## config.mk

```make
export PLATFORM = sky130hd
export DESIGN_NAME = core_out_top
export DESIGN_NICKNAME = d
export VERILOG_FILES = /design/src/core_out_pkg.sv /design/src/sync_3.sv /design/src/video_timing.sv /design/src/pixel_output.sv /design/src/i2s_serializer.sv /design/src/core_out_top.sv
export SDC_FILE = /design/constraint.sdc
export NUM_CORES = 1
export LEC_CHECK = 0
export BUFFER_PORTS_ARGS = -buffer_cell sky130_fd_sc_hd__clkbuf_2
export CAP_MARGIN = 20
export CORE_ASPECT_RATIO = 0.6
export CORE_UTILIZATION = 57
export CTS_CLUSTER_DIAMETER = 200
export CTS_CLUSTER_SIZE = 20
export DETAILED_ROUTE_END_ITERATION = 8
export MAX_ROUTING_LAYER = met4
export PLACE_DENSITY = 0.93
export SLEW_MARGIN = 20
export SYNTH_ARGS = -nofsm -noshare
export SYNTH_HDL_FRONTEND = slang
export SYNTH_SLANG_ARGS = --single-unit
```

## constraint.sdc

```tcl
create_clock -name audgen_mclk -period 4.7 [get_ports audgen_mclk]
set_input_delay 0.235 -clock audgen_mclk [delete_from_list [all_inputs] [get_ports audgen_mclk]]
set_output_delay 0.235 -clock audgen_mclk [all_outputs]
set_load 0.02 [all_outputs]
```

## src/core_out_pkg.sv

```systemverilog
////////////////////
// core output package
// raster and audio constants, and the vector types
// shared by the video, audio and synchronizer blocks
////////////////////

`default_nettype none

package core_out_pkg;

    ////////////////////
    // vector types
    ////////////////////

    // raster position, wide enough for 1001 columns
    typedef logic [9:0]  coord_t;

    // emulator pixel
    // [11:8] red, [7:4] green, [3:0] blue
    typedef logic [11:0] pixel12_t;

    // scaler video word, one byte per colour
    typedef logic [23:0] rgb24_t;

    // signed pcm sample
    typedef logic signed [15:0] sample_t;

    // controller key bitmap
    typedef logic [31:0] key_t;

    // rtc word, valid bit on top of the bcd time
    typedef logic [32:0] rtc_word_t;

    // bit position within one i2s channel
    typedef logic [4:0]  aud_bit_cnt_t;

    ////////////////////
    // video raster
    ////////////////////

    localparam coord_t VID_H_TOTAL   = 10'd1001;
    localparam coord_t VID_V_TOTAL   = 10'd333;
    // first active column and line
    localparam coord_t VID_H_BPORCH  = 10'd10;
    localparam coord_t VID_V_BPORCH  = 10'd10;
    localparam coord_t VID_H_ACTIVE  = 10'd256;
    localparam coord_t VID_V_ACTIVE  = 10'd256;
    // hs a few clocks after vs, never on the same cycle
    localparam coord_t VID_HS_COLUMN = 10'd3;

    ////////////////////
    // audio framing
    ////////////////////

    localparam int AUD_BITS_PER_CHANNEL = 32;
    localparam int AUD_SAMPLE_BITS      = 16;

endpackage

`default_nettype wire

```

## src/sync_3.sv

```systemverilog
////////////////////
// three stage synchronizer
// carries an asynchronous word into the mclk domain
////////////////////

`timescale 1ns/10ps
`default_nettype none

module sync_3 #(
    parameter int WIDTH = 32
) (
    input  logic             audgen_mclk,
    input  logic             reset_n,
    input  logic [WIDTH-1:0] d,
    output logic [WIDTH-1:0] q
);

    // first two stages, q is the third
    logic [WIDTH-1:0] stage_1;
    logic [WIDTH-1:0] stage_2;

    always_ff @(posedge audgen_mclk or negedge reset_n) begin
        if (!reset_n) begin
            stage_1 <= '0;
            stage_2 <= '0;
            q       <= '0;
        end else begin
            // metastable capture
            stage_1 <= d;
            stage_2 <= stage_1;
            q       <= stage_2;
        end
    end

endmodule

`default_nettype wire

```

## src/video_timing.sv

```systemverilog
////////////////////
// video raster timing
// column and line counters, sync pulses and
// the active window flag, all registered
////////////////////

`timescale 1ns/10ps
`default_nettype none

module video_timing (
    input  logic audgen_mclk,
    input  logic reset_n,
    output logic raw_vs,
    output logic raw_hs,
    output logic raw_active
);

    import core_out_pkg::*;

    // raster position
    coord_t x_count;
    coord_t y_count;

    // end of line / end of frame
    logic   x_last;
    logic   y_last;

    // window decode
    logic   x_in_window;
    logic   y_in_window;

    assign x_last = (x_count == coord_t'(VID_H_TOTAL - 10'd1));
    assign y_last = (y_count == coord_t'(VID_V_TOTAL - 10'd1));

    // back porch up to back porch plus active, end exclusive
    assign x_in_window = (x_count >= VID_H_BPORCH) &&
                         (x_count <  coord_t'(VID_H_BPORCH + VID_H_ACTIVE));
    assign y_in_window = (y_count >= VID_V_BPORCH) &&
                         (y_count <  coord_t'(VID_V_BPORCH + VID_V_ACTIVE));

    ////////////////////
    // raster counters
    ////////////////////

    always_ff @(posedge audgen_mclk or negedge reset_n) begin
        if (!reset_n) begin
            x_count <= '0;
            y_count <= '0;
        end else begin
            if (x_last) begin
                x_count <= '0;
                // line advance, wraps at frame end
                if (y_last) begin
                    y_count <= '0;
                end else begin
                    y_count <= y_count + 10'd1;
                end
            end else begin
                x_count <= x_count + 10'd1;
            end
        end
    end

    ////////////////////
    // registered decode
    ////////////////////

    // every output lands one clock after the count it decodes
    always_ff @(posedge audgen_mclk or negedge reset_n) begin
        if (!reset_n) begin
            raw_vs     <= 1'b0;
            raw_hs     <= 1'b0;
            raw_active <= 1'b0;
        end else begin
            // frame start at the origin
            raw_vs     <= (x_count == '0) && (y_count == '0);
            // line start, every line
            raw_hs     <= (x_count == VID_HS_COLUMN);
            // data enable region
            raw_active <= x_in_window && y_in_window;
        end
    end

endmodule

`default_nettype wire

```

## src/pixel_output.sv

```systemverilog
////////////////////
// pixel output stage
// expands the 12 bit pixel to rgb24 and keeps
// syncs and data enable aligned for the scaler
////////////////////

`timescale 1ns/10ps
`default_nettype none

module pixel_output (
    input  logic                 audgen_mclk,
    input  logic                 reset_n,
    input  logic                 raw_vs,
    input  logic                 raw_hs,
    input  logic                 raw_active,
    input  core_out_pkg::pixel12_t pixel,
    output logic                 video_vs,
    output logic                 video_hs,
    output logic                 video_de,
    output core_out_pkg::rgb24_t video_rgb
);

    import core_out_pkg::*;

    // captured emulator pixel
    pixel12_t pixel_q;
    // nibble to upper nibble of each byte
    rgb24_t   pixel_rgb;

    assign pixel_rgb = {pixel_q[11:8], 4'h0, pixel_q[7:4], 4'h0, pixel_q[3:0], 4'h0};

    // pixel taken on every edge
    always_ff @(posedge audgen_mclk) begin
        pixel_q <= pixel;
    end

    always_ff @(posedge audgen_mclk or negedge reset_n) begin
        if (!reset_n) begin
            video_vs  <= 1'b0;
            video_hs  <= 1'b0;
            video_de  <= 1'b0;
            video_rgb <= '0;
        end else begin
            // same one clock delay on all of them
            video_vs <= raw_vs;
            video_hs <= raw_hs;
            video_de <= raw_active;
            // black outside the window
            if (raw_active) begin
                video_rgb <= pixel_rgb;
            end else begin
                video_rgb <= '0;
            end
        end
    end

endmodule

`default_nettype wire

```

## src/i2s_serializer.sv

```systemverilog
////////////////////
// i2s serializer
// sclk is mclk / 4, 32 bit slots per channel,
// 16 sample bits msb first after a one bit delay
////////////////////

`timescale 1ns/10ps
`default_nettype none

module i2s_serializer (
    input  logic                  audgen_mclk,
    input  logic                  reset_n,
    input  core_out_pkg::sample_t sample_left,
    input  core_out_pkg::sample_t sample_right,
    output logic                  sample_req,
    output logic                  audio_sclk,
    output logic                  audio_lrck,
    output logic                  audio_dac
);

    import core_out_pkg::*;

    // mclk divider, msb is sclk
    logic [1:0]   mclk_div;
    // falling sclk edge on the next clock
    logic         sclk_fall;

    aud_bit_cnt_t bit_cnt;
    aud_bit_cnt_t bit_cnt_next;
    logic         chan_end;

    // right channel held for the second half of the frame
    sample_t      right_q;
    // outgoing bits, msb at the top
    sample_t      shift_q;

    // count in the data part of the slot
    logic         data_slot;

    assign audio_sclk   = mclk_div[1];
    assign sclk_fall    = (mclk_div == 2'd3);
    assign bit_cnt_next = bit_cnt + 5'd1;
    assign chan_end     = (bit_cnt == aud_bit_cnt_t'(AUD_BITS_PER_CHANNEL - 1));
    // counts 1 .. 16 carry sample bits, count 0 is taken by chan_end
    assign data_slot    = (bit_cnt_next <= aud_bit_cnt_t'(AUD_SAMPLE_BITS));

    ////////////////////
    // clock generation
    ////////////////////

    always_ff @(posedge audgen_mclk or negedge reset_n) begin
        if (!reset_n) begin
            mclk_div   <= '0;
            bit_cnt    <= '0;
            audio_lrck <= 1'b0;
        end else begin
            mclk_div <= mclk_div + 2'd1;
            if (sclk_fall) begin
                bit_cnt <= bit_cnt_next;
                // channel switch every 32 bits
                if (chan_end) begin
                    audio_lrck <= ~audio_lrck;
                end
            end
        end
    end

    ////////////////////
    // sample latch and shift
    ////////////////////

    always_ff @(posedge audgen_mclk or negedge reset_n) begin
        if (!reset_n) begin
            right_q    <= '0;
            shift_q    <= '0;
            audio_dac  <= 1'b0;
            sample_req <= 1'b0;
        end else begin
            sample_req <= 1'b0;
            if (sclk_fall) begin
                // zero padding by default
                audio_dac <= 1'b0;
                if (chan_end) begin
                    if (audio_lrck) begin
                        // lrck falling, new frame starts with left
                        shift_q    <= sample_left;
                        right_q    <= sample_right;
                        sample_req <= 1'b1;
                    end else begin
                        // second half of frame
                        shift_q <= right_q;
                    end
                end else if (data_slot) begin
                    // one bit delay already spent on count 0
                    audio_dac <= shift_q[15];
                    shift_q   <= {shift_q[14:0], 1'b0};
                end
            end
        end
    end

endmodule

`default_nettype wire

```

## src/core_out_top.sv

```systemverilog
////////////////////
// console core output stage
// video timing, pixel formatting, i2s audio
// and input word synchronizers
////////////////////

`timescale 1ns/10ps
`default_nettype none

module core_out_top (
    input  logic                    audgen_mclk,
    input  logic                    reset_n,
    // emulator side
    input  core_out_pkg::pixel12_t  pixel,
    input  core_out_pkg::sample_t   sample_left,
    input  core_out_pkg::sample_t   sample_right,
    // asynchronous inputs
    input  core_out_pkg::key_t      cont_key,
    input  core_out_pkg::rtc_word_t rtc_word,
    // scaler video
    output core_out_pkg::rgb24_t    video_rgb,
    output logic                    video_de,
    output logic                    video_vs,
    output logic                    video_hs,
    // i2s dac
    output logic                    audio_sclk,
    output logic                    audio_lrck,
    output logic                    audio_dac,
    output logic                    sample_req,
    // synchronized words
    output core_out_pkg::key_t      cont_key_s,
    output core_out_pkg::rtc_word_t rtc_word_s
);

    import core_out_pkg::*;

    // raster decode, one clock ahead of the video outputs
    logic raw_vs;
    logic raw_hs;
    logic raw_active;

    ////////////////////
    // video
    ////////////////////

    video_timing i_video_timing (
        .audgen_mclk (audgen_mclk),
        .reset_n     (reset_n),
        .raw_vs      (raw_vs),
        .raw_hs      (raw_hs),
        .raw_active  (raw_active)
    );

    pixel_output i_pixel_output (
        .audgen_mclk (audgen_mclk),
        .reset_n     (reset_n),
        .raw_vs      (raw_vs),
        .raw_hs      (raw_hs),
        .raw_active  (raw_active),
        .pixel       (pixel),
        .video_vs    (video_vs),
        .video_hs    (video_hs),
        .video_de    (video_de),
        .video_rgb   (video_rgb)
    );

    ////////////////////
    // audio
    ////////////////////

    i2s_serializer i_i2s_serializer (
        .audgen_mclk  (audgen_mclk),
        .reset_n      (reset_n),
        .sample_left  (sample_left),
        .sample_right (sample_right),
        .sample_req   (sample_req),
        .audio_sclk   (audio_sclk),
        .audio_lrck   (audio_lrck),
        .audio_dac    (audio_dac)
    );

    ////////////////////
    // input sync
    ////////////////////

    // controller keys
    sync_3 #(
        .WIDTH ($bits(key_t))
    ) i_sync_key (
        .audgen_mclk (audgen_mclk),
        .reset_n     (reset_n),
        .d           (cont_key),
        .q           (cont_key_s)
    );

    // rtc valid and bcd time
    sync_3 #(
        .WIDTH ($bits(rtc_word_t))
    ) i_sync_rtc (
        .audgen_mclk (audgen_mclk),
        .reset_n     (reset_n),
        .d           (rtc_word),
        .q           (rtc_word_s)
    );

endmodule

`default_nettype wire

```

==> reports/qor.yml, run 1 <==
critical_path:
  start_kind: "register"
  cp_max_fo: 34
  cp.required_ns: 5.06
  r2r_start: "i_i2s_serializer.bit_cnt[0]"
  regToRegSetupSlack_ns: 1.50
  r2r_cells: 5
  worst_setup_path_end_kind: "register"
  crit_arrival_ns: 3.56
  r2r_end: "i_i2s_serializer.right_q[5]"
  worstSetupPathType: "register to register"
sta:
  fmax_mhz: 312.6
  post-route-min-period_ns: 3.199
  rsz0062_at_grt: "no"
  worst_pin_slew_ns: 1.046
  clock-skew-final_ns: 0.01399
  fin_setup_tns_ns: 0
  max_slew_margin_pct: 30.24
  fin_crit_sh_pct: 68.07
  hold_violations: 0
  setup_viol: 0
  maxSlewViolCount: 0
final_layout:
  syn_to_final_growth_pct: 29.28
  diodes: 0
  instances_no_fill: 1018
  nets: 932
  fin_area_um2: 11420
  drive_above_1_share_pct: 30.85
clocking:
  clk_latency_ns: 0.48
  cts_setup_buffers: 0
  cts_tree: "built"
  cts_sinks: 287
  numCtsBuffers: 18
  h-tree-depth: 1
  cts-root-buf: "clkbuf_16"
  clk_pin_slew_worst_paths_ns: 0.08
  ctsResizeCount: 0
  ctsLongestPathBuffers: 3
yosys:
  synth_area_um2: 8836
  synth_compound_area_share_pct: 2.705
  yosys-top-cells-area: "dfrtp_1 78%, mux2_2 3.1%, dfxtp_1 2.7%"
  yosys_register_bits: 287
  async_reset_ff_share_pct: 95.82
  yosys_warnings: 0
  synth-adder-area-share_pct: 0.9912
  yosysMostFrequentCell: "dfrtp_1"
  synth_top_family_by_area: "multiplexers"
  yosys-top-cells-count: "275 x dfrtp_1, 24 x mux2_2, 21 x nor2_1"
  synth_mux_area_share_pct: 6.400
  synth-simple-area-share_pct: 5.678
  synth_top_area_share_pct: 77.88
  syn_inst: 519
  synth_edf_count: 0
  synthDistinctLibCells: 45
  yosysTopAreaCell: "dfrtp_1"
  synth-xor-area-share_pct: 1.487
  synth_top_flop_cell: "dfrtp_1"
  avgSynthCellArea_um2: 17.02
  ys_seq_area_share_pct: 80.60
global_route:
  grt_pass1_vias: 5607
  grt_max_degree: 122
  antenna_found_initial: 0
  gr-total-overflow: 0
  busiest_layer: "met2"
  grt_util_met2_pct: 43.73
  grt_usage_pct: 24.84
  met3_usage_pct: 4.209
  grt_use_met1_pct: 30.51
  grt_pass1_wl_um: 29010
drt:
  wl_per_cell_um: 18.12
  vias: 5032
  via_per_inst: 4.943
  drc: 0
  first_pass_iters: 4
  routed_wl_um: 18450
  ant_nets: 0
  drtIter0Drc: 250
die:
  dieArea_um2: 16020
  dieHeight_um: 98.44
  fp-row-count: 34
  die_w_um: 162.7
  initial_core_util_pct: 59.69
  ios: 207
  core_um2: 14800
hold_path:
  hold_start: "sample_right[4]"
  min_delay_path_depth: 2
  hold_path_class: "input port to register"
  holdPathEnd: "i_i2s_serializer.right_q[4]"
place:
  dp_cells: 899
  portBuffers: 194
  placed_area_um2: 9978
  hpwl_um: 10920
  gp_congestion: 0.8235
run:
  drv_cap: 0
power:
  p_leak_nw: 5.569
  powerDensity_nw_per_um2: 381.4
  irDropWorstVdd_v: 0.0003877
status:
  status: "finished clean"
[state kept, by name, indices dropped and copies added, names as in the netlist, 2 cells and up]
name	cells
i_sync_key.q	32
i_i2s_serializer.right_q	16
i_i2s_serializer.bit_cnt	5
i_i2s_serializer.shift_q	16
i_sync_key.stage_2	32
i_pixel_output.video_rgb	12
i_sync_rtc.stage_2	33
i_sync_rtc.q	33
i_sync_key.stage_1	32
i_sync_rtc.stage_1	33
i_video_timing.y_count	10
i_i2s_serializer.mclk_div	2
i_video_timing.x_count	10
i_pixel_output.pixel_q	12
[layer usage]
metal / vias to the layer above / routed length [um]
met5: - / 0
met4: 0 / 329
met3: 33 / 899
met2: 173 / 9788
met1: 2534 / 7427
li1: 2292 / -
[worst max path at each step]
stage | from | end | slack [ns] | cells past startpoint
after global routing | i_i2s_serializer.bit_cnt[0] | i_i2s_serializer.right_q[5] | 1.27 | 5
after global placement | i_i2s_serializer.bit_cnt[0] | i_i2s_serializer.right_q[11] | 1.79 | 5
after floorplan | i_i2s_serializer.bit_cnt[0] | i_i2s_serializer.right_q[10] | 2.60 | 7
after CTS | i_i2s_serializer.bit_cnt[0] | i_i2s_serializer.right_q[5] | 1.52 | 5
final | i_i2s_serializer.bit_cnt[0] | i_i2s_serializer.right_q[5] | 1.50 | 5
after detailed placement | i_i2s_serializer.bit_cnt[0] | i_i2s_serializer.right_q[5] | 1.56 | 5
[layout make-up]
class	count	area, um2
fill	830	3381
inverter	8	30.03
tap	198	247.7
clock buffer	25	498.0
clock inverter	1	16.27
multi-input combinational	210	1570
sequential	287	7122
timing repair buffer	289	1939
[per-stage QoR]
stage	utilization, %	hold slack [ns]	worst slack (ns)	power [mW]
detailed placement	67.40	0.3286	1.562	2.830
floorplan	-	-0.06059	2.604	2.695
finish	77.16	0.03080	1.501	4.357
global route	77.16	0.02451	1.269	4.515
CTS	77.16	0.007037	1.520	4.380
global placement	67.40	0.3076	1.791	2.814
[critical path, cell delays in order, from the launching register on]
cell and delay [ns]:
dfrtp_1 0.42, ha_1 0.22, and3_1 0.17, ha_1 0.85, nand3_1 0.86, mux2_2 0.55
[cells in the final DEF (no fill, tap or decap), types with 6 or more instances in the layout]
cell type        n
dfxtp_1         12
nand4_1          6
clkbuf_16       19
mux2i_1         16
mux2_2          24
ha_1             7
clkbuf_1         6
o21ai_0         10
nand2_1         11
inv_1            8
xnor2_1          9
xor2_1           6
conb_1          12
nand3_1          6
dlygate4sd3_1   93
clkbuf_2       193
nor2_1          21
and3_1           8
dfrtp_1        275
and2_1          13
a21oi_1         16
mux2_4           9
[cell families after synthesis]
logic type      after synthesis
simple gates                 88
other cells                   1
flops                       287
compound gates               39
fa+ha+maj                     7
xor+xnor                     15
buf+inv                      33
mux                          49
[power by group]
part           switching [mW]  internal [mW]  total [mW]
clock                   0.765          0.745        1.51
sequential             0.0342           2.56        2.60
combinational           0.139          0.111       0.251
[what timing repair did]
item / 4_1_cts / 5_1_grt
endpoints found under the hold margin: 200 / 0
endpoints found under the setup margin: 0 / 0
hold buffers: 93 / 0
(Power assumes the default switching activity.)
==> run 2, diff against run 1 <==
- CORE_UTILIZATION: 57 -> 47
- PLACE_DENSITY: 0.93 -> 0.83
- clock period: 4.7 -> 2.8 ns (I/O delays scaled with it)
==> reports/qor.yml, run 2 (synthesized netlist as in run 1, its figures left out) <==
sta:
  rsz0062_at_grt: "no"
  post-route-min-period_ns: 2.161  # -1.038 ns
  fin_setup_tns_ns: 0  # unchanged
  clock-skew-final_ns: 0.01255  # -0.001431 ns
  worst_pin_slew_ns: 0.6371  # -0.4093 ns
  fmax_mhz: 462.6  # +48%
  setup_viol: 0  # unchanged
  maxSlewViolCount: 0  # unchanged
  fin_crit_sh_pct: 77.20  # +9.1 points
  hold_violations: 0  # unchanged
  max_slew_margin_pct: 57.53  # +27 points
die:
  core_um2: 18210  # +23%
  dieHeight_um: 108.2  # +9.9%
  dieArea_um2: 19370  # +21%
  fp-row-count: 38  # +12%
  ios: 207  # unchanged
  die_w_um: 179.0  # +10%
  initial_core_util_pct: 48.52  # -11 points
clocking:
  ctsLongestPathBuffers: 3  # unchanged
  ctsResizeCount: 0  # unchanged
  clk_pin_slew_worst_paths_ns: 0.08  # about the same
  cts-root-buf: "clkbuf_16"
  cts_sinks: 287  # unchanged
  h-tree-depth: 1  # unchanged
  clk_latency_ns: 0.49  # about the same
  cts_tree: "built"
  numCtsBuffers: 18  # unchanged
global_route:
  antenna_found_initial: 0  # unchanged
  grt_pass1_vias: 5268  # -6.0%
  gr-total-overflow: 0  # unchanged
  grt_max_degree: 89  # -27%
  grt_usage_pct: 19.06  # -5.8 points
  grt_pass1_wl_um: 27420  # -5.5%
power:
  p_leak_nw: 5.615  # +0.84%
  finalPower_mw: 7.299  # +68%
  powerDensity_nw_per_um2: 631.3  # +66%
  irDropWorstVdd_v: 0.0005399  # +39%
drt:
  vias: 4932  # -2.0%
  via_per_inst: 4.614  # -6.7%
  wl_per_cell_um: 15.99  # -12%
  drc: 0  # unchanged
  drtIter0Drc: 205  # -18%
  first_pass_iters: 4  # unchanged
  ant_nets: 0  # unchanged
  routed_wl_um: 17090  # -7.4%
final_layout:
  drive_above_1_share_pct: 31.36  # +0.51 points
  diodes: 0  # unchanged
  final_cell_mix: "275 x dfrtp_1, 193 x clkbuf_2, 95 x dlygate4sd3_1"
  nets: 941  # +0.97%
  final_common_cell: "dfrtp_1"
  reg.largest.list: "i_sync_rtc.q: 33 flops, i_sync_rtc.stage_1: 33 flops, i_sync_rtc.stage_2: 33 flops"
  final_core_util_pct: 63.49  # -14 points
  syn_to_final_growth_pct: 30.84
critical_path:
  regToRegSetupSlack_ns: 0.64  # -0.86 ns
  start_kind: "register"
  crit_slowest_cell: "dfrtp_1"
  critPathMaxStageDelay_ns: 0.43  # -0.43 ns
  crit_arrival_ns: 2.53  # -1.03 ns
  worst_setup_path_end_kind: "register"
  cp_common_cell: "ha_1"
  cp.required_ns: 3.17  # -1.89 ns
  worstSetupPathType: "register to register"
  crit_chain: "ha_1 -> and3_1 -> ha_1 -> o31ai_2 -> o21ai_2 -> buf_4 -> mux2_2"
  cp_max_fo: 16  # -53%
place:
  gp_congestion: 0.8264  # +0.35%
  hpwl_um: 10680  # -2.2%
  portBuffers: 194  # unchanged
hold_path:
  hold_path_class: "input port to register"
status:
  status: "finished clean"
run:
  drv_cap: 0  # unchanged
-- run 2: cell count changes in the layout (fill, tap and decap cells not counted) --
cell / before / now
buf_12: 1 / 2
dlygate4sd3_1: 93 / 95
buf_4: 1 / 7
-- run 2: metrics by stage --
stage          hold WS [ns]  cell area, um2  setup WS, ns  instances
2_1_floorplan       -0.1556            8877        0.7044        530
3_3_place_gp         0.1767           10100        0.7401        948
3_5_place_dp         0.1845           10100        0.6657        948
4_1_cts             0.08244           11560        0.6363       1069
5_1_grt             0.08999           11560        0.5197       1069
6_report             0.1045           11560        0.6385       1069
-- run 2: worst paths after layout --
| kind | start | cells after the start | endpoint |
|---|---|---|---|
| worst min-delay path | sample_left[9] | 4 | i_i2s_serializer.shift_q[9] |
| worst min register to register | i_sync_key.stage_2[10] | 0 | i_sync_key.q[10] |
| min in group asynchronous | reset_n | 2 | i_i2s_serializer.right_q[11] |
| worst max register to register | i_i2s_serializer.bit_cnt[0] | 7 | i_i2s_serializer.shift_q[5] |
| worst max-delay path | i_i2s_serializer.bit_cnt[0] | 7 | i_i2s_serializer.shift_q[5] |
| max in group asynchronous | reset_n | 3 | i_sync_key.stage_2[10] |
-- run 2: final cells by class --
class | count | area (um2)
well taps | 240 | 300.3
multi-input cells | 210 | 1570
fillers | 1313 | 6649
flip-flops and latches | 287 | 7122
inverters | 8 | 30.03
clock inverters | 1 | 16.27
repair buffers | 298 | 2024
clock buffers | 25 | 498.0
-- run 2: critical path: cells and delay by family, from the launching register on --
family / cells / cell delay, ns
AOI/OAI and AO/OA: 2 / 0.21
adders and majority gates: 2 / 0.56
buffers and inverters: 1 / 0.28
DFF: 1 / 0.43
muxes: 1 / 0.37
and+or+nand+nor: 1 / 0.20
-- run 2: per-layer routing --
metal / routed length (um) / vias up / track usage, %
met2: 8010 / 155 / 29.90
met5: 0 / - / -
li1: - / 2302 / -
met1: 7801 / 2450 / 25.98
met3: 1014 / 25 / 4.114
met4: 261 / 0 / 3.692
-- run 2: what timing repair did --
| action | CTS | global route |
|---|---|---|
| endpoints found under the hold margin | 177 | 0 |
| hold buffers | 95 | 0 |
| setup buffers | 0 | 0 |
-- run 2: where the power goes --
part / leakage, nW / switching (mW) / internal [mW]
sequential: 3.40 / 0.0482 / 4.30
combinational: 1.96 / 0.233 / 0.193
clock: 0.248 / 1.27 / 1.25
total: 5.62 / 1.56 / 5.74
==> run 3, diff against run 2 <==
- clock period: 2.8 -> 1.8 ns (I/O delays scaled with it)
==> reports/qor.yml, run 3 (synthesized netlist as in run 1, its figures left out) <==
global_route:
  antenna_found_initial: 0  # unchanged
  gr-total-overflow: 0  # unchanged
  grt_max_degree: 76  # -15%
  grt_pass1_wl_um: 27690  # +0.98%
  grt_usage_pct: 19.28  # +0.22 points
  grt_pass1_vias: 5428  # +3.0%
final_layout:
  final_common_cell: "dfrtp_1"
  diodes: 0  # unchanged
  syn_to_final_growth_pct: 34.57
  reg.largest.list: "i_sync_rtc.q: 33 flops, i_sync_rtc.stage_1: 33 flops, i_sync_rtc.stage_2: 33 flops"
  drive_above_1_share_pct: 34.23  # +2.9 points
  final_cell_mix: "275 x dfrtp_1, 193 x clkbuf_2, 95 x dlygate4sd3_1"
  fin_area_um2: 11890  # +2.8%
  nets: 965  # +2.6%
die:
  dieArea_um2: 19370  # unchanged
  core_um2: 18210  # unchanged
  dieHeight_um: 108.2  # unchanged
  fp-row-count: 38  # unchanged
  die_w_um: 179.0  # unchanged
  ios: 207  # unchanged
  initial_core_util_pct: 48.52  # unchanged
drt:
  routed_wl_um: 17600  # +3.0%
  met1_length_um: 7903  # +1.3%
  via_per_inst: 4.593  # -0.45%
  drtIter0Drc: 225  # +9.8%
  dr_wl_met3_um: 1047  # +3.3%
  wl_per_cell_um: 16.10  # +0.73%
  ant_nets: 0  # unchanged
  met2_length_um: 8312  # +3.8%
  maxUsedRoutingLayer: "met4"
  drc: 0  # unchanged
  first_pass_iters: 4  # unchanged
  vias: 5020  # +1.8%
critical_path:
  cp_max_fo: 8  # -8
  start_kind: "register"
  cp.required_ns: 2.17  # -1.00 ns
  crit_arrival_ns: 2.28  # -0.25 ns
  worstSetupPathType: "register to register"
  worst_setup_path_end_kind: "register"
place:
  hpwl_um: 11180  # +4.7%
  portBuffers: 194  # unchanged
  dp_worst_setup_slack_ns: -0.1779  # -0.8436 ns
  gp_congestion: 0.8234  # -0.36%
  placed_area_um2: 10310  # +2.1%
sta:
  fmax_mhz: 524.2  # +13%
  max_slew_margin_pct: 59.96  # +2.4 points
  worst_hold_slack_ns: 0.07452  # -0.02995 ns
  maxSlewViolCount: 0  # unchanged
  setup_ws_ns: -0.1075  # -0.7461 ns
  clock-skew-final_ns: 0.01211  # -0.0004407 ns
  rsz0062_at_grt: "yes"
  setup_viol: 15  # +15
  post-route-min-period_ns: 1.908  # -0.2539 ns
  worst_pin_slew_ns: 0.6006  # -0.03650 ns
  fin_crit_sh_pct: 106.0  # +29 points
  hold_violations: 0  # unchanged
  fin_setup_tns_ns: -1.371  # -1.371 ns
clocking:
  clk_latency_ns: 0.48  # about the same
  ctsLongestPathBuffers: 3  # unchanged
  numCtsBuffers: 18  # unchanged
  cts_sinks: 287  # unchanged
  cts_tree: "built"
  h-tree-depth: 1  # unchanged
  cts-root-buf: "clkbuf_16"
  clk_pin_slew_worst_paths_ns: 0.08  # about the same
status:
  status: "finished with violations"
  violations: "negative setup slack"
power:
  powerDensity_nw_per_um2: 955.4  # +51%
  p_leak_nw: 5.781  # +2.9%
  irDropWorstVdd_v: 0.0008466  # +57%
run:
  drv_cap: 0  # unchanged
hold_path:
  hold_path_class: "input port to register"
[run 3: changes by cell type in the layout (fill, tap and decap cells not counted), sizes merged]
cell  previous run  this run
buf             10        34
[run 3: metrics by stage]
step / cells / power [mW] / util, %
detailed placement: 966 / 7.414 / 56.63
finish: 1093 / 11.36 / 65.29
global placement: 966 / 7.383 / 56.63
global route: 1093 / 11.81 / 65.29
CTS: 1093 / 11.50 / 65.38
floorplan: 530 / 7.037 / -
[run 3: where the power goes]
group	leakage [nW]	switching (mW)	internal (mW)
sequential	3.40	0.0765	6.69
combinational	2.13	0.366	0.312
clock	0.248	1.97	1.94
[run 3: area by class of cell]
cell class,instances,area [um2]
fillers,1273,6320
repair buffers,322,2266
multi-input cells,210,1658
clock inverters,1,16.27
inverters,8,30.03
clock buffers,25,498.0
well taps,240,300.3
flip-flops and latches,287,7122
[run 3: final timing paths]
path,endpoint,cells past startpoint,from,slack (ns)
hold reg to reg,i_sync_rtc.stage_2[2],0,i_sync_rtc.stage_1[2],0.34
setup reg to reg,i_i2s_serializer.shift_q[3],7,i_i2s_serializer.bit_cnt[0],-0.11
setup / recovery,i_i2s_serializer.shift_q[3],7,i_i2s_serializer.bit_cnt[0],-0.11
hold / removal,i_i2s_serializer.shift_q[10],4,sample_left[10],0.07
min in group asynchronous,i_sync_rtc.q[17],2,reset_n,0.18
max in group asynchronous,i_sync_rtc.stage_2[19],3,reset_n,0.93
[run 3: what timing repair did]
item	4_1_cts	5_1_grt
pin swaps	3	3
setup endpoints to repair	15	20
hold buffers	95	0
resized for setup	11	5
endpoints found under the hold margin	180	0
setup buffers	5	2
cloned	1	0
[run 3: worst max-delay path: stages, from the launching register on]
cell and delay (ns):
dfrtp_1 0.40, ha_2 0.19, and3_4 0.16, ha_4 0.27
o31ai_4 0.08, o21ai_4 0.22, buf_8 0.18, mux2_4 0.31
[run 3: metal layers]
metal | track usage, % | up-vias
met2 | 30.86 | 154
met1 | 25.93 | 2481
met3 | 3.727 | 31
met5 | - | -
met4 | 3.935 | 0
li1 | - | 2354
